$ cat src/soc_pkg.sv
/*
 Widths, region codes and register bit positions for the peripheral bus.
 Regions are selected by CPU address bits 23:20 only, lower bits are ignored
 except the operand select bit of the DSP region.
*/
package soc_pkg;

    typedef logic [23:0] addr_t;
    typedef logic [31:0] data_t;
    typedef logic [3:0]  wstrb_t;
    typedef logic [15:0] operand_t;
    typedef logic [31:0] product_t;
    typedef logic [7:0]  led_t;
    typedef logic [3:0]  nibble_t;
    typedef logic [1:0]  pad_data_t;

    typedef enum logic [2:0] {
        REGION_NONE,
        REGION_STATUS,
        REGION_DSP,
        REGION_PAD,
        REGION_FLASH_CTRL
    } region_t;

    // Values of address bits 23:20
    localparam logic [3:0] REGION_NIBBLE_STATUS = 4'd1;
    localparam logic [3:0] REGION_NIBBLE_DSP    = 4'd2;
    localparam logic [3:0] REGION_NIBBLE_PAD    = 4'd3;
    localparam logic [3:0] REGION_NIBBLE_FLASH  = 4'd4;

    localparam int DSP_OPERAND_B_BIT = 2;

    // Flash control register layout
    localparam int FLASH_IN_LSB     = 0;
    localparam int FLASH_IN_EN_LSB  = 4;
    localparam int FLASH_CLK_BIT    = 8;
    localparam int FLASH_CSN_BIT    = 9;
    localparam int FLASH_ACTIVE_BIT = 15;

    // Gamepad control register layout
    localparam int PAD_LATCH_BIT = 0;
    localparam int PAD_CLK_BIT   = 1;

endpackage

$ cat src/periph_bus_if.sv
/*
 Decoded access from the address decoder to the peripherals.
 read_en and write_en are single-cycle pulses; the other fields are only
 meaningful in the cycle of a pulse.
*/
`timescale 1ns/1ps

interface periph_bus_if;

    soc_pkg::region_t region;
    logic write_en;
    logic read_en;
    // Selects operand B within the DSP region
    logic operand_b;
    soc_pkg::data_t write_data;

    modport decoder (
        output region,
        output write_en,
        output read_en,
        output operand_b,
        output write_data
    );

    modport peripheral (
        input region,
        input write_en,
        input read_en,
        input operand_b,
        input write_data
    );

endinterface

$ cat src/address_decoder.sv
/*
 Registers a held CPU request and issues one access pulse per request.
 The master must hold valid, address, strobes and data until ready.
 Only one request is in flight; valid is ignored until ready has been seen.
*/
`timescale 1ns/1ps

module address_decoder (
    input  logic                vdp_clk,
    input  logic                vdp_reset,
    input  logic                cpu_mem_valid,
    input  soc_pkg::addr_t      cpu_address,
    input  soc_pkg::wstrb_t     cpu_wstrb,
    input  soc_pkg::data_t      cpu_write_data,
    input  logic                cpu_mem_ready,
    periph_bus_if.decoder       bus
);

    typedef enum logic {
        STATE_IDLE,
        STATE_BUSY
    } state_t;

    state_t state;
    logic launch;

    soc_pkg::addr_t address_q;
    soc_pkg::wstrb_t wstrb_q;
    soc_pkg::data_t write_data_q;

    function automatic soc_pkg::region_t decode_region(input logic [3:0] nibble);
        case (nibble)
            soc_pkg::REGION_NIBBLE_STATUS: return soc_pkg::REGION_STATUS;
            soc_pkg::REGION_NIBBLE_DSP:    return soc_pkg::REGION_DSP;
            soc_pkg::REGION_NIBBLE_PAD:    return soc_pkg::REGION_PAD;
            soc_pkg::REGION_NIBBLE_FLASH:  return soc_pkg::REGION_FLASH_CTRL;
            default:                       return soc_pkg::REGION_NONE;
        endcase
    endfunction

    // Idle until a request arrives, busy until its ready pulse
    always_ff @(posedge vdp_clk) begin
        if (vdp_reset) begin
            state <= STATE_IDLE;
            launch <= 1'b0;
        end else begin
            launch <= 1'b0;
            case (state)
                STATE_IDLE: begin
                    if (cpu_mem_valid) begin
                        state <= STATE_BUSY;
                        launch <= 1'b1;
                    end
                end
                STATE_BUSY: begin
                    if (cpu_mem_ready) begin
                        state <= STATE_IDLE;
                    end
                end
                default: state <= STATE_IDLE;
            endcase
        end
    end

    // Request capture
    always_ff @(posedge vdp_clk) begin
        if (state == STATE_IDLE) begin
            address_q <= cpu_address;
            wstrb_q <= cpu_wstrb;
            write_data_q <= cpu_write_data;
        end
    end

    // Any set strobe makes it a write
    always_ff @(posedge vdp_clk) begin
        if (vdp_reset) begin
            bus.write_en <= 1'b0;
            bus.read_en <= 1'b0;
        end else begin
            bus.write_en <= launch && (|wstrb_q);
            bus.read_en <= launch && !(|wstrb_q);
        end
    end

    always_ff @(posedge vdp_clk) begin
        if (launch) begin
            bus.region <= decode_region(address_q[$bits(soc_pkg::addr_t) - 1 -: 4]);
            bus.operand_b <= address_q[soc_pkg::DSP_OPERAND_B_BIT];
            bus.write_data <= write_data_q;
        end
    end

    assert property (@(posedge vdp_clk) disable iff (vdp_reset)
        !(bus.read_en && bus.write_en))
        else $error("read_en and write_en both high");

endmodule

$ cat src/bus_read_mux.sv
/*
 Registered read data and ready for every decoded access.
 Unmapped and status reads return zero. flash_out is assumed already
 registered at the pad.
*/
`timescale 1ns/1ps

module bus_read_mux (
    input  logic                vdp_clk,
    input  logic                vdp_reset,
    periph_bus_if.peripheral    bus,
    input  soc_pkg::product_t   dsp_result,
    input  soc_pkg::pad_data_t  pad_data,
    input  soc_pkg::nibble_t    flash_out,
    output soc_pkg::data_t      cpu_read_data,
    output logic                cpu_mem_ready
);

    soc_pkg::data_t read_data_q;
    logic ready_q;

    // One ready per access including writes
    always_ff @(posedge vdp_clk) begin
        if (vdp_reset) begin
            ready_q <= 1'b0;
        end else begin
            ready_q <= bus.write_en || bus.read_en;
        end
    end

    always_ff @(posedge vdp_clk) begin
        if (bus.read_en) begin
            case (bus.region)
                soc_pkg::REGION_DSP:        read_data_q <= dsp_result;
                soc_pkg::REGION_PAD:        read_data_q <= soc_pkg::data_t'(pad_data);
                soc_pkg::REGION_FLASH_CTRL: read_data_q <= soc_pkg::data_t'(flash_out);
                default:                    read_data_q <= '0;
            endcase
        end
    end

    assign cpu_read_data = read_data_q;
    assign cpu_mem_ready = ready_q;

    // Decoder stays busy through ready, so no back-to-back ready
    assert property (@(posedge vdp_clk) disable iff (vdp_reset)
        cpu_mem_ready |=> !cpu_mem_ready)
        else $error("ready high on two consecutive cycles");

endmodule

$ cat src/dsp_mult.sv
/*
 Signed 16x16 multiplier behind two operand registers.
 The product follows the operands one cycle after a write; only the low
 half of the write data is used.
*/
`timescale 1ns/1ps

module dsp_mult (
    input  logic                vdp_clk,
    periph_bus_if.peripheral    bus,
    output soc_pkg::product_t   dsp_result
);

    localparam int OPERAND_WIDTH = $bits(soc_pkg::operand_t);

    // Start from zero at power-up
    soc_pkg::operand_t operand_a = '0;
    soc_pkg::operand_t operand_b = '0;
    soc_pkg::product_t product = '0;

    logic dsp_write;

    assign dsp_write = bus.write_en && (bus.region == soc_pkg::REGION_DSP);

    always_ff @(posedge vdp_clk) begin
        // Operand B on the select bit, operand A otherwise
        if (dsp_write && !bus.operand_b) begin
            operand_a <= bus.write_data[OPERAND_WIDTH - 1:0];
        end

        if (dsp_write && bus.operand_b) begin
            operand_b <= bus.write_data[OPERAND_WIDTH - 1:0];
        end

        product <= $signed(operand_a) * $signed(operand_b);
    end

    assign dsp_result = product;

endmodule

$ cat src/flash_ctrl.sv
/*
 CPU bit-bang port for the SPI/QSPI flash pins.
 With the active bit clear the pins idle: CSn high, clock low, lanes undriven.
 Software must not raise the clock while CSn is high.
*/
`timescale 1ns/1ps

module flash_ctrl (
    input  logic                vdp_clk,
    input  logic                vdp_reset,
    periph_bus_if.peripheral    bus,
    output logic                flash_clk,
    output logic                flash_csn,
    output soc_pkg::nibble_t    flash_in,
    output soc_pkg::nibble_t    flash_in_en
);

    localparam int NIBBLE_WIDTH = $bits(soc_pkg::nibble_t);

    logic active;
    logic clk_q;
    logic csn_q;
    soc_pkg::nibble_t in_q;
    soc_pkg::nibble_t in_en_q;

    logic ctrl_write;

    assign ctrl_write = bus.write_en && (bus.region == soc_pkg::REGION_FLASH_CTRL);

    always_ff @(posedge vdp_clk) begin
        if (vdp_reset) begin
            active <= 1'b0;
        end else if (ctrl_write) begin
            active <= bus.write_data[soc_pkg::FLASH_ACTIVE_BIT];
        end
    end

    // Pin values are only visible while active
    always_ff @(posedge vdp_clk) begin
        if (ctrl_write) begin
            in_q <= bus.write_data[soc_pkg::FLASH_IN_LSB +: NIBBLE_WIDTH];
            in_en_q <= bus.write_data[soc_pkg::FLASH_IN_EN_LSB +: NIBBLE_WIDTH];
            clk_q <= bus.write_data[soc_pkg::FLASH_CLK_BIT];
            csn_q <= bus.write_data[soc_pkg::FLASH_CSN_BIT];
        end
    end

    assign flash_clk = active ? clk_q : 1'b0;
    assign flash_csn = active ? csn_q : 1'b1;
    assign flash_in = active ? in_q : '0;
    assign flash_in_en = active ? in_en_q : '0;

    assert property (@(posedge vdp_clk) disable iff (vdp_reset)
        !(flash_clk && flash_csn))
        else $error("flash clock high while chip deselected");

endmodule

$ cat src/io_regs.sv
/*
 Status LED register and gamepad latch/clock control.
 The pad serial clocking is done by software through repeated writes.
*/
`timescale 1ns/1ps

module io_regs (
    input  logic                vdp_clk,
    input  logic                vdp_reset,
    periph_bus_if.peripheral    bus,
    output soc_pkg::led_t       led,
    output logic                pad_latch,
    output logic                pad_clk
);

    localparam int LED_WIDTH = $bits(soc_pkg::led_t);

    soc_pkg::led_t status;
    logic pad_latch_q;
    logic pad_clk_q;

    always_ff @(posedge vdp_clk) begin
        if (vdp_reset) begin
            status <= '0;
        end else if (bus.write_en && (bus.region == soc_pkg::REGION_STATUS)) begin
            status <= bus.write_data[LED_WIDTH - 1:0];
        end
    end

    // Gamepad control bits
    always_ff @(posedge vdp_clk) begin
        if (vdp_reset) begin
            pad_latch_q <= 1'b0;
            pad_clk_q <= 1'b0;
        end else if (bus.write_en && (bus.region == soc_pkg::REGION_PAD)) begin
            pad_latch_q <= bus.write_data[soc_pkg::PAD_LATCH_BIT];
            pad_clk_q <= bus.write_data[soc_pkg::PAD_CLK_BIT];
        end
    end

    assign led = status;
    assign pad_latch = pad_latch_q;
    assign pad_clk = pad_clk_q;

endmodule

$ cat src/periph_top.sv
/*
 Memory-mapped peripherals in the video clock domain.
 Fixed latency of 2 cycles from the first sampled valid to ready.
 No flash DMA path; the flash pins belong to the bit-bang port alone.
*/
`timescale 1ns/1ps

module periph_top (
    input  logic                vdp_clk,
    input  logic                vdp_reset,
    input  logic                cpu_mem_valid,
    input  soc_pkg::addr_t      cpu_address,
    input  soc_pkg::wstrb_t     cpu_wstrb,
    input  soc_pkg::data_t      cpu_write_data,
    input  soc_pkg::pad_data_t  pad_data,
    input  soc_pkg::nibble_t    flash_out,
    output soc_pkg::data_t      cpu_read_data,
    output logic                cpu_mem_ready,
    output soc_pkg::led_t       led,
    output logic                pad_latch,
    output logic                pad_clk,
    output logic                flash_clk,
    output logic                flash_csn,
    output soc_pkg::nibble_t    flash_in,
    output soc_pkg::nibble_t    flash_in_en
);

    soc_pkg::product_t dsp_result;

    periph_bus_if bus ();

    address_decoder decoder (
        .vdp_clk(vdp_clk),
        .vdp_reset(vdp_reset),
        .cpu_mem_valid(cpu_mem_valid),
        .cpu_address(cpu_address),
        .cpu_wstrb(cpu_wstrb),
        .cpu_write_data(cpu_write_data),
        .cpu_mem_ready(cpu_mem_ready),
        .bus(bus.decoder)
    );

    dsp_mult dsp (
        .vdp_clk(vdp_clk),
        .bus(bus.peripheral),
        .dsp_result(dsp_result)
    );

    io_regs io (
        .vdp_clk(vdp_clk),
        .vdp_reset(vdp_reset),
        .bus(bus.peripheral),
        .led(led),
        .pad_latch(pad_latch),
        .pad_clk(pad_clk)
    );

    flash_ctrl flash (
        .vdp_clk(vdp_clk),
        .vdp_reset(vdp_reset),
        .bus(bus.peripheral),
        .flash_clk(flash_clk),
        .flash_csn(flash_csn),
        .flash_in(flash_in),
        .flash_in_en(flash_in_en)
    );

    bus_read_mux read_mux (
        .vdp_clk(vdp_clk),
        .vdp_reset(vdp_reset),
        .bus(bus.peripheral),
        .dsp_result(dsp_result),
        .pad_data(pad_data),
        .flash_out(flash_out),
        .cpu_read_data(cpu_read_data),
        .cpu_mem_ready(cpu_mem_ready)
    );

endmodule

$ cat config.mk
export PLATFORM = sky130hd
export DESIGN_NAME = periph_top
export DESIGN_NICKNAME = d
export VERILOG_FILES = /design/src/soc_pkg.sv /design/src/periph_bus_if.sv /design/src/address_decoder.sv /design/src/bus_read_mux.sv /design/src/dsp_mult.sv /design/src/flash_ctrl.sv /design/src/io_regs.sv /design/src/periph_top.sv
export SDC_FILE = /design/constraint.sdc
export NUM_CORES = 1
export LEC_CHECK = 0
export ABC_CLOCK_PERIOD_IN_PS = 7000
export BUFFER_PORTS_ARGS = -buffer_cell sky130_fd_sc_hd__buf_2
export CORE_UTILIZATION = 45
export CTS_BUF_LIST = sky130_fd_sc_hd__clkbuf_2 sky130_fd_sc_hd__clkbuf_4 sky130_fd_sc_hd__clkbuf_8
export CTS_CLUSTER_SIZE = 30
export DETAILED_ROUTE_END_ITERATION = 16
export PLACE_DENSITY_LB_ADDON = 0.05
export SYNTH_ARGS = -nofsm -noshare
export SYNTH_HDL_FRONTEND = slang
export SYNTH_HIERARCHICAL = 1
export SYNTH_SLANG_ARGS = --single-unit
$ cat constraint.sdc
create_clock -name vdp_clk -period 7 [get_ports vdp_clk]
set_clock_uncertainty 0.05 [all_clocks]
set_input_delay 0.35 -clock vdp_clk [delete_from_list [all_inputs] [get_ports vdp_clk]]
set_output_delay 0.35 -clock vdp_clk [all_outputs]
set_load 0.02 [all_outputs]
==> summary.md, run 1 <==
| Metric | Value |
|---|---|
| Status | `finished clean` |
| Final wirelength | `31.5 mm` |
| Syn_area_per_cell | `11.0 sq um` |
| Critical path class | `register to register` |
| Peak supply drop | `0.132 mV` |
| Later-pin clock latency in the skew report | `0.49 ns` |
| Max incr delay on CP | `0.76 ns` |
| Initial Utilization | `45.7%` |
| TritonCTS clock tree | `done` |
| Synthesis Warnings | `6` |
| Die Ht | `186 um` |
| Area post-placement | `16,200 sq um` |
| Syn nets | `1,802` |
| Final WS setup | `0.312 ns` |
| Ports | `122` |
| Drt wl/cell | `16.0 um` |
| Grt total ovfl | `0` |
| CP Launch Type | `register` |
| Core box area | `33,400 sq um` |
| DR vias | `9,401` |
| GP Congestion | `0.810` |
| Pwr dens | `138 nW/um^2` |
| Cells after Synth | `1,389` |
| Int Pwr | `0.00162 W` |
| Max-slew violation count | `0` |
| Placed insts | `1,901` |
| Comb power frac | `20.1%` |
| Buf/Inv on CP | `4` |
| Final Critical Period | `6.69 ns` |
| Drt initial violations | `532` |
| Final hold violation count | `0` |
| Num CTS Buffers | `17` |
| Largest net degree at the start of global routing | `34` |
| I/O Buffers | `86` |
| Final nets | `1,920` |
| First-pass GRT wire length | `53.4 mm` |
| Layout fillers | `3,069` |
| CP max-delay cell | `edfxtp_1` |
| Peak Freq | `150 MHz` |
| H-tree Lvls | `4` |
| Vias per inst | `4.77` |
| Static Leak | `7.85 nW` |
| CP Capture Type | `register` |
| NetSw | `0.000725 W` |
| DIE AREA | `34,700 sq um` |
| Most common cell on crit path | `fa_1` |
| Reg area | `4540 sq um` |
| Largest fanout on the critical path | `11` |
| Switching fraction of total power | `30.9%` |
| Mapped cell area | `15,300 sq um` |
| Max-Cap Viols | `0` |
| Die X | `186 um` |
| Layout cells sized above 1 | `11.3%` |
| Crit path cell chain | `buf_4 -> nand2_1 -> fa_1 -> inv_1 -> fa_1 -> fa_1 -> fa_1 -> fa_1 -> inv_1 -> fa_1 -> inv_1 -> ha_1 -> and2_2 -> a221o_1 -> a221o_1 -> nor4_2 -> o31ai_2 -> a31o_1 -> a21oi_1 -> xnor2_1` |
| Overall Power | `0.00235 W` |
| Longest Clk Path Bufs | `2` |
| Setup TNS | `0 ns` |
| Setup WS pre-CTS | `0.107 ns` |
| Drt pass-1 iters | `5` |
| Antenna Violating Nets Remaining | `0` |
| Clock transition at path regs | `0.11 ns` |
| Residual DRC count | `0` |
| WP data arrival | `7.05 ns` |
| RSZ-0062 raised after global routing | `false` |
| Design area | `17,000 sq um` |
| CTS Root Buffer Type | `clkbuf_8` |
| Initial antenna violation count | `0` |
| Setup violations, final | `0` |
| Crit path max-delay family | `adder cells` |
| Slew margin rel. | `36.5%` |
| Final period util | `95.5%` |
| Number of global-route vias before repair | `10,200` |
| Clock Sinks | `167` |
| Share of power burned in registers | `49.8%` |
| Critical Path RT | `7.36 ns` |
| Fin cells | `1,969` |
| Hold Crit Class | `input port to register` |
| Row count | `67` |
| Footprint of the multi-input gates | `9420 sq um` |
| Worst Max-Slew Pin Slew | `0.951 ns` |
| Clk pwr share | `30.2%` |
| DP HPWL | `24.2 mm` |
| Area Overhead vs Synth | `11.0%` |
| Total Routing Usage GR | `19.9%` |
[worst register-to-register path: stages (launching register included)]
cell,delay (ns)
edfxtp_1,0.76
buf_4,0.26
nand2_1,0.07
fa_1,0.52
inv_1,0.05
fa_1,0.58
fa_1,0.45
fa_1,0.48
fa_1,0.49
inv_1,0.05
fa_1,0.47
inv_1,0.04
ha_1,0.33
and2_2,0.25
a221o_1,0.29
a221o_1,0.37
nor4_2,0.33
o31ai_2,0.24
a31o_1,0.26
a21oi_1,0.16
xnor2_1,0.13
[cell usage in the layout, fill, tap and decap left out, types with 5 or more instances in the layout]
cell type and n:
and2_1 151, a211oi_1 5, buf_2 86, nand3_1 10, nor2_1 39, o21bai_1 5
dlygate4sd3_1 25, clkbuf_8 17, nor3_1 5, inv_1 308, fa_1 262, and2_2 14
nor3b_1 6, inv_8 5, mux2i_1 13, a21oi_1 25, ha_1 82, nand2_1 133
o21ai_0 5, dfxtp_1 47, edfxtp_1 119, xnor2_1 31, buf_4 28, nand2b_1 28
[registers in the layout, summed over array words and instances (netlist names), 3 cells and up]
| register | flops |
|---|---|
| dsp/dsp_result | 32 |
| read_mux/cpu_read_data | 32 |
| decoder/bus.write_data | 16 |
| decoder/write_data_q | 16 |
| dsp/operand_a | 16 |
| dsp/operand_b | 16 |
| io/led | 8 |
| decoder/address_q | 5 |
| decoder/wstrb_q | 4 |
| flash/in_en_q | 4 |
| flash/in_q | 4 |
| decoder/bus.region | 3 |
[area by class of cell]
cell class | count | area share, %
Antenna cell | 1 | 0.0148
Sequential cell | 167 | 26.7
Tap cell | 448 | 3.30
Timing Repair Buffer | 139 | 5.25
Inverter | 309 | 6.84
Clock inverter | 15 | 0.922
Multi-Input combinational cell | 873 | 55.5
Clock buffer | 17 | 1.38
[layer usage]
layer / GRT usage (%) / part of all wire, % / vias to the layer above
li1: - / - / 4465
met1: 27.8 / 47 / 4739
met2: 32.7 / 47 / 179
met3: 3.33 / 4.4 / 18
met4: 4.42 / 1.2 / 0
met5: 0 / 0 / -
[per-stage QoR]
step | hold slack [ns] | util [%]
after CTS | 0.0361 | 50.4
after global placement | 0.352 | 48.5
after floorplan | 0.350 | -
after detailed placement | 0.355 | 48.5
final | 0.0767 | 50.7
after global routing | 0.0356 | 50.7
[path summary, 6_finish.rpt]
kind | from | to | slack, ns | cells after the start
setup / recovery | dsp/operand_a[7] | dsp/dsp_result[28] | 0.31 | 20
hold reg to reg | decoder/write_data_q[13] | decoder/bus.write_data[13] | 0.38 | 0
hold / removal | cpu_mem_valid | decoder/state | 0.08 | 3
setup reg to reg | dsp/operand_a[7] | dsp/dsp_result[28] | 0.31 | 20
[power groups by stage]
stage | registers, W | clock network, W | logic [W]
final | 0.00117 | 0.000708 | 0.000471
after global routing | 0.00118 | 0.000779 | 0.000540
after CTS | 0.00117 | 0.000737 | 0.000469
after detailed placement | 0.00119 | 0 | 0.000456
after global placement | 0.00119 | 0 | 0.000450
after floorplan | 0.00118 | 0 | 0.000349
[timing repair]
item                                   in CTS  in global routing
buffers inserted                            0                 10
hold buffers                               25                  0
setup endpoints to repair                   0                  4
endpoints found under the hold margin      25                  0
resized for setup                           0                  2
Note: power is estimated with default switching activity, not from simulation.
==> run 2: changes to the inputs <==
--- a/config.mk
+++ b/config.mk
@@ -9,10 +9,10 @@
 export BUFFER_PORTS_ARGS = -buffer_cell sky130_fd_sc_hd__buf_2
 export CORE_UTILIZATION = 45
 export CTS_BUF_LIST = sky130_fd_sc_hd__clkbuf_2 sky130_fd_sc_hd__clkbuf_4 sky130_fd_sc_hd__clkbuf_8
+export CTS_CLUSTER_DIAMETER = 60
 export CTS_CLUSTER_SIZE = 30
 export DETAILED_ROUTE_END_ITERATION = 16
 export PLACE_DENSITY_LB_ADDON = 0.05
 export SYNTH_ARGS = -nofsm -noshare
 export SYNTH_HDL_FRONTEND = slang
-export SYNTH_HIERARCHICAL = 1
 export SYNTH_SLANG_ARGS = --single-unit
==> constraint.sdc (replaced) <==
create_clock -name vdp_clk -period 7 [get_ports vdp_clk]
set_clock_uncertainty 0.05 [all_clocks]
set_input_delay 0.35 -clock vdp_clk [delete_from_list [all_inputs] [get_ports vdp_clk]]
set_output_delay 0.35 -clock vdp_clk [all_outputs]
set_load 0.01 [all_outputs]
==> summary.md, run 2 <==
| Metric | Value |
|---|---|
| Status | `finished clean (unchanged)` |
| Initial Utilization | `46.1% (was 45.7%)` |
| Grt total ovfl | `0 (unchanged)` |
| Core box area | `32,800 sq um (was 33,400 sq um)` |
| Critical path class | `register to register (unchanged)` |
| Drt wl/cell | `16.0 um (about the same)` |
| Worst Max-Slew Pin Slew | `1.00 ns (was 0.951 ns)` |
| Peak Freq | `154 MHz (was 150 MHz)` |
| Mapped cell area | `15,100 sq um (was 15,300 sq um)` |
| Most frequent cells in the layout | `inv_1 (313), fa_1 (262), and2_1 (160) (was inv_1 (308), fa_1 (262), and2_1 (151))` |
| Prevailing post-synth register cell | `edfxtp_1` |
| Slew margin rel. | `33.1% (was 36.5%)` |
| Hold Crit Class | `input port to register (unchanged)` |
| First-pass GRT wire length | `52.2 mm (was 53.4 mm)` |
| DP HPWL | `24.3 mm (was 24.2 mm)` |
| Initial antenna violation count | `0 (unchanged)` |
| Cell with the most instances after synthesis | `inv_1` |
| Die X | `185 um (was 186 um)` |
| Vias per inst | `4.72 (was 4.77)` |
| Synthesis Warnings | `0 (was 6)` |
| Total Routing Usage GR | `20.4% (was 19.9%)` |
| DIE AREA | `34,300 sq um (was 34,700 sq um)` |
| Setup TNS | `0 ns (unchanged)` |
| Wl on met1 | `14.5 mm (was 14.8 mm)` |
| XOR/XNOR share of the synthesized area | `1.91%` |
| Later-pin clock latency in the skew report | `0.48 ns (was 0.49 ns)` |
| Final period util | `92.9% (was 95.5%)` |
| Post-synth top cells | `inv_1 (313), fa_1 (262), and2_1 (160)` |
| N_diodes | `0 (was 1)` |
| Largest net degree at the start of global routing | `34 (unchanged)` |
| Ports | `122 (unchanged)` |
| Area post-placement | `16,100 sq um (was 16,200 sq um)` |
| Layout cells sized above 1 | `11.0% (was 11.3%)` |
| Final wirelength | `31.1 mm (was 31.5 mm)` |
| Setup WS pre-CTS | `0.518 ns (was 0.107 ns)` |
| Unique masters post-synth | `52` |
| CP Launch Type | `register (unchanged)` |
| WP data arrival | `6.83 ns (was 7.05 ns)` |
| Synth Area in Compound Gates | `3.99%` |
| Clock transition at path regs | `0.10 ns (was 0.11 ns)` |
| Min Hold Slack | `0.0753 ns (was 0.0767 ns)` |
| Number of synthesized register bits | `167` |
| Design area | `16,800 sq um (was 17,000 sq um)` |
| Critical Path RT | `7.32 ns (was 7.36 ns)` |
| Drt pass-1 iters | `5 (unchanged)` |
| GP Congestion | `0.838 (was 0.810)` |
| DR WL met3 | `1.02 mm (was 1.40 mm)` |
| Pwr dens | `138 nW/um^2 (about the same)` |
| I/O Buffers | `86 (unchanged)` |
| Max-slew violation count | `0 (unchanged)` |
| Number of global-route vias before repair | `10,000 (was 10,200)` |
| Final nets | `1,897 (was 1,920)` |
| Met2 wire len | `14.8 mm (was 14.9 mm)` |
| Hold Path Depth | `3 (unchanged)` |
| Setup violations, final | `0 (unchanged)` |
| Synth area leaders | `fa_1 (35%), edfxtp_1 (24%), inv_1 (7.8%), ha_1 (6.8%), and2_1 (6.6%)` |
| Syn nets | `1,783 (was 1,802)` |
| Post-CTS Resized | `0 (unchanged)` |
| Synth top area share | `34.7%` |
| Final Critical Period | `6.50 ns (was 6.69 ns)` |
| Clock Sinks | `167 (unchanged)` |
| Async SR Flop Fraction | `0%` |
| Num CTS Buffers | `17 (unchanged)` |
| Post-synth EDFFs | `119` |
| Largest family of logic cells by synthesized area | `adder cells` |
| DR vias | `9,155 (was 9,401)` |
| Drt initial violations | `386 (was 532)` |
| Max-Cap Viols | `0 (unchanged)` |
| Adder-cell share of the synthesized area | `41.5%` |
| TritonCTS clock tree | `done (unchanged)` |
| Post-synthesis mux area share | `0.729%` |
| Overall Power | `0.00231 W (was 0.00235 W)` |
| Area Overhead vs Synth | `11.0% (about the same)` |
| RSZ-0062 raised after global routing | `false (unchanged)` |
| Post-synthesis simple-gate area fraction | `13.0%` |
| Final WS setup | `0.496 ns (was 0.312 ns)` |
| H-tree Lvls | `4 (unchanged)` |
| R2r worst-path depth | `19 (was 20)` |
| Die Ht | `185 um (was 186 um)` |
| Residual DRC count | `0 (unchanged)` |
| Longest Clk Path Bufs | `2 (unchanged)` |
| Static Leak | `7.89 nW (was 7.85 nW)` |
| Post-CTS setup buffers | `0 (unchanged)` |
| Antenna Violating Nets Remaining | `0 (unchanged)` |
| Register area share after synthesis | `30.0%` |
| Row count | `66 (was 67)` |
| Commonest non-fill, non-tap cell in the layout | `inv_1 (unchanged)` |
| Hold_buf cts | `25 (unchanged)` |
| Peak supply drop | `0.150 mV (was 0.132 mV)` |
| DR top layer | `met4 (unchanged)` |
| Final hold violation count | `0 (unchanged)` |
| Cells after Synth | `1,370 (was 1,389)` |
| Largest fanout on the critical path | `16 (was 11)` |
| CP Capture Type | `register (unchanged)` |
| Yosys top cell by area | `fa_1` |
| Syn_area_per_cell | `11.0 sq um (about the same)` |
| CTS Root Buffer Type | `clkbuf_8 (unchanged)` |
[run 2: layer usage]
layer,vias to the layer above,GRT usage [%]
met2,138,33.8
met5,-,0
met3,34,3.54
met1,4622,27.3
met4,0,6.68
li1,4361,-
[run 2: stage by stage]
step	cells	utilization, %
floorplan	1370	-
global placement	1882	49.2
detailed placement	1882	49.2
CTS	1939	51.1
global route	1939	51.1
finish	1939	51.1
[run 2: cell type report]
cell class	instances	area, sq um
flip-flops and latches	167	4540
clock buffers	18	241
well taps	442	553
multi-input cells	851	9250
inverters	313	1170
fillers	3004	16000
repair buffers	134	853
clock inverters	14	155
[run 2: worst paths after layout]
path | slack, ns | end | startpoint
setup / recovery | 0.50 | dsp.dsp_result[31] | dsp.operand_a[15]
hold / removal | 0.08 | decoder.state | cpu_mem_valid
setup reg to reg | 0.50 | dsp.dsp_result[31] | dsp.operand_a[15]
hold reg to reg | 0.37 | decoder.bus.write_data[12] | decoder.write_data_q[12]
[run 2: logic make-up after synthesis]
family          count (synthesis)
simple gates                  386
buf+inv                       352
fa+ha+maj                     344
mux                            11
compound gates                 77
xor+xnor                       33
flops                         167
[run 2: critical path, stage by stage, from the launching register on]
cell and delay, ns:
edfxtp_1 0.81, and2_1 0.27, inv_1 0.07, fa_1 0.55, inv_1 0.07, fa_1 0.81
fa_1 0.53, fa_1 0.51, fa_1 0.49, inv_1 0.05, fa_1 0.47, inv_1 0.04
ha_1 0.34, a21o_1 0.20, a21o_1 0.18, a21oi_1 0.19, o21ai_0 0.15, a22oi_2 0.31
a31oi_1 0.17, xnor2_1 0.15
[run 2: power breakdown]
part	switching (W)	internal [W]	total (W)
Clock	0.000406	0.000301	0.000707
Sequential	0.0000274	0.00114	0.00117
Combinational	0.000236	0.000197	0.000433
==> run 3: changes to the inputs <==
--- a/config.mk
+++ b/config.mk
@@ -5,9 +5,10 @@
 export SDC_FILE = /design/constraint.sdc
 export NUM_CORES = 1
 export LEC_CHECK = 0
+export ABC_AREA = 1
 export ABC_CLOCK_PERIOD_IN_PS = 7000
 export BUFFER_PORTS_ARGS = -buffer_cell sky130_fd_sc_hd__buf_2
-export CORE_UTILIZATION = 45
+export CORE_UTILIZATION = 49
 export CTS_BUF_LIST = sky130_fd_sc_hd__clkbuf_2 sky130_fd_sc_hd__clkbuf_4 sky130_fd_sc_hd__clkbuf_8
 export CTS_CLUSTER_DIAMETER = 60
 export CTS_CLUSTER_SIZE = 30
==> summary.md, run 3 <==
| Metric | Value |
|---|---|
| Final hold violation count | `0 (unchanged)` |
| Largest fanout on the critical path | `16 (unchanged)` |
| WP data arrival | `6.41 ns (was 6.83 ns)` |
| Final period util | `86.1% (was 92.9%)` |
| Post-CTS setup buffers | `0 (unchanged)` |
| Comb power frac | `21.8% (was 18.7%)` |
| NetSw | `0.000778 W (was 0.000669 W)` |
| Worst Max-Slew Pin Slew | `1.03 ns (was 1.00 ns)` |
| Area post-placement | `16,900 sq um (was 16,100 sq um)` |
| Static Leak | `9.61 nW (was 7.89 nW)` |
| Hold_sp | `cpu_mem_valid (unchanged)` |
| Peak Freq | `166 MHz (was 154 MHz)` |
| Slew margin rel. | `31.0% (was 33.1%)` |
| Clk pwr share | `29.8% (was 30.6%)` |
| Mapped cell area | `16,100 sq um (was 15,100 sq um)` |
| Overall Power | `0.00242 W (was 0.00231 W)` |
| Later-pin clock latency in the skew report | `0.50 ns (was 0.48 ns)` |
| Die Ht | `183 um (was 185 um)` |
| Post-synth top cells | `inv_1 (546), nand2_1 (447), fa_1 (262) (was inv_1 (313), fa_1 (262), and2_1 (160))` |
| Pwr dens | `138 nW/um^2 (about the same)` |
| N_diodes | `0 (unchanged)` |
| Int Pwr | `0.00164 W (about the same)` |
| Setup TNS | `0 ns (unchanged)` |
| Number of global-route vias before repair | `12,000 (was 10,000)` |
| Drt pass-1 iters | `7 (was 5)` |
| Post-CTS Resized | `0 (unchanged)` |
| Clock Sinks | `167 (unchanged)` |
| Synth area leaders | `fa_1 (33%), edfxtp_1 (22%), inv_1 (13%), nand2_1 (10%), ha_1 (6.4%) (was fa_1 (35%), edfxtp_1 (24%), inv_1 (7.8%), ha_1 (6.8%), and2_1 (6.6%))` |
| Reg area | `4540 sq um (unchanged)` |
| Unique masters post-synth | `32 (was 52)` |
| Num CTS Buffers | `17 (unchanged)` |
| Design area | `17,500 sq um (was 16,800 sq um)` |
| Die X | `183 um (was 185 um)` |
| Drt wl/cell | `15.3 um (was 16.0 um)` |
| Final wirelength | `35.8 mm (was 31.1 mm)` |
| CP Launch Type | `register (unchanged)` |
| Cells after Synth | `1,810 (was 1,370)` |
| Placed insts | `2,277 (was 1,882)` |
| Core box area | `31,900 sq um (was 32,800 sq um)` |
| Syn_area_per_cell | `8.88 sq um (was 11.0 sq um)` |
| Final Critical Period | `6.03 ns (was 6.50 ns)` |
| First-pass GRT wire length | `60.2 mm (was 52.2 mm)` |
| Async SR Flop Fraction | `0% (unchanged)` |
| Ports | `122 (unchanged)` |
| Footprint of the multi-input gates | `9250 sq um (about the same)` |
| Most frequent cells in the layout | `inv_1 (546), nand2_1 (447), fa_1 (262) (was inv_1 (313), fa_1 (262), and2_1 (160))` |
| GP Congestion | `0.886 (was 0.838)` |
| Hold_buf cts | `25 (unchanged)` |
| Synth top area share | `32.6% (was 34.7%)` |
| Grt total ovfl | `0 (unchanged)` |
| TritonCTS clock tree | `done (unchanged)` |
| Setup violations, final | `0 (unchanged)` |
| Status | `finished clean (unchanged)` |
| Drt initial violations | `677 (was 386)` |
| Hold Crit Class | `input port to register (unchanged)` |
| Total Routing Usage GR | `23.7% (was 20.4%)` |
| Critical path class | `register to register (unchanged)` |
| Initial Utilization | `50.4% (was 46.1%)` |
| Max-slew violation count | `0 (unchanged)` |
| Initial antenna violation count | `0 (unchanged)` |
| Antenna Violating Nets Remaining | `0 (unchanged)` |
| Critical Path Source | `dsp.operand_a[15] (unchanged)` |
| CP Capture Type | `register (unchanged)` |
| Peak supply drop | `0.140 mV (was 0.150 mV)` |
| Share of power burned in registers | `48.4% (was 50.7%)` |
| Largest net degree at the start of global routing | `34 (unchanged)` |
| Cell with the most instances after synthesis | `inv_1 (unchanged)` |
| Longest Clk Path Bufs | `2 (unchanged)` |
| Syn nets | `2,223 (was 1,783)` |
| Max-Cap Viols | `0 (unchanged)` |
| I/O Buffers | `86 (unchanged)` |
| Commonest non-fill, non-tap cell in the layout | `inv_1 (unchanged)` |
| Fin cells | `2,334 (was 1,939)` |
| Register area share after synthesis | `28.2% (was 30.0%)` |
| CTS Root Buffer Type | `clkbuf_8 (unchanged)` |
| RSZ-0062 raised after global routing | `false (unchanged)` |
| Critical Path RT | `7.38 ns (was 7.32 ns)` |
| Number of synthesized register bits | `167 (unchanged)` |
| Yosys top cell by area | `fa_1 (unchanged)` |
| Switching fraction of total power | `32.2% (was 29.0%)` |
| Prevailing post-synth register cell | `edfxtp_1 (unchanged)` |
| Residual DRC count | `0 (unchanged)` |
| H-tree Lvls | `4 (unchanged)` |
| DIE AREA | `33,500 sq um (was 34,300 sq um)` |
| Final nets | `2,299 (was 1,897)` |
| Area Overhead vs Synth | `9.06% (was 11.0%)` |
| Clock transition at path regs | `0.10 ns (about the same)` |
| Post-synth EDFFs | `119 (unchanged)` |
| DR vias | `11,200 (was 9,155)` |
| Layout fillers | `3,058 (was 3,004)` |
| Row count | `65 (was 66)` |
| Layout cells sized above 1 | `8.16% (was 11.0%)` |
| Worst reg2reg startpoint | `dsp.operand_a[15] (unchanged)` |
| Synthesis Warnings | `0 (unchanged)` |
| Vias per inst | `4.80 (was 4.72)` |
| DP HPWL | `28.3 mm (was 24.3 mm)` |
## run 3: per-stage QoR
stage                     setup slack [ns]  hold slack, ns  utilization (%)
final                                0.971          0.0531             55.0
after global routing                 0.562          0.0575             55.0
after CTS                            0.973          0.0161             55.0
after detailed placement              1.00           0.355             52.9
after global placement                1.06           0.351             52.9
after floorplan                       1.60           0.350                -
## run 3: critical path, stage by stage, from the launching register on
cell      delay [ns]
edfxtp_1        0.77
nand2_1         0.22
fa_1            0.64
inv_1           0.08
fa_1            0.80
inv_1           0.12
fa_1            0.43
fa_1            0.54
inv_1           0.05
fa_1            0.55
fa_1            0.41
ha_1            0.39
nand2_1         0.13
nor2_1          0.19
nand2_1         0.11
nor3_1          0.14
nand2_1         0.11
nand3b_1        0.10
nand2_1         0.05
nand2_1         0.08
## run 3: power groups by stage
| stage | sequential, W | clock (W) | combinational, W |
|---|---|---|---|
| global placement | 0.00119 | 0 | 0.000515 |
| detailed placement | 0.00119 | 0 | 0.000519 |
| finish | 0.00117 | 0.000720 | 0.000528 |
| global route | 0.00118 | 0.000783 | 0.000611 |
| CTS | 0.00117 | 0.000743 | 0.000533 |
| floorplan | 0.00118 | 0 | 0.000386 |
## run 3: worst paths after layout
check | end | slack [ns] | cells past startpoint
worst min register to register | decoder.bus.write_data[2] | 0.37 | 0
worst min-delay path | decoder.launch | 0.05 | 3
worst max-delay path | dsp.dsp_result[29] | 0.97 | 19
worst max register to register | dsp.dsp_result[29] | 0.97 | 19
## run 3: layout make-up
class / count / area share [%]
Inverter: 550 / 11.8
Tap cell: 435 / 3.10
Clock inverter: 15 / 0.985
Multi-Input combinational cell: 1032 / 52.7
Sequential cell: 167 / 25.9
Clock buffer: 17 / 1.33
Timing Repair Buffer: 118 / 4.18
## run 3: cell families after synthesis
family | Yosys count | share of synthesized area (%)
DFF | 167 | 28.2
xor gates and xnor gates | 19 | 1.04
and+or+nand+nor | 611 | 15.5
adders and majority gates | 344 | 39.0
buffers and inverters | 611 | 14.3
AOI/OAI and AO/OA | 58 | 2.01
## run 3: routing by layer
metal  GRT usage, %  part of all wire (%)
met1           30.5                    43
met2           40.9                    49
met3           3.47                   4.5
met4           8.40                   2.9
met5              0                     0
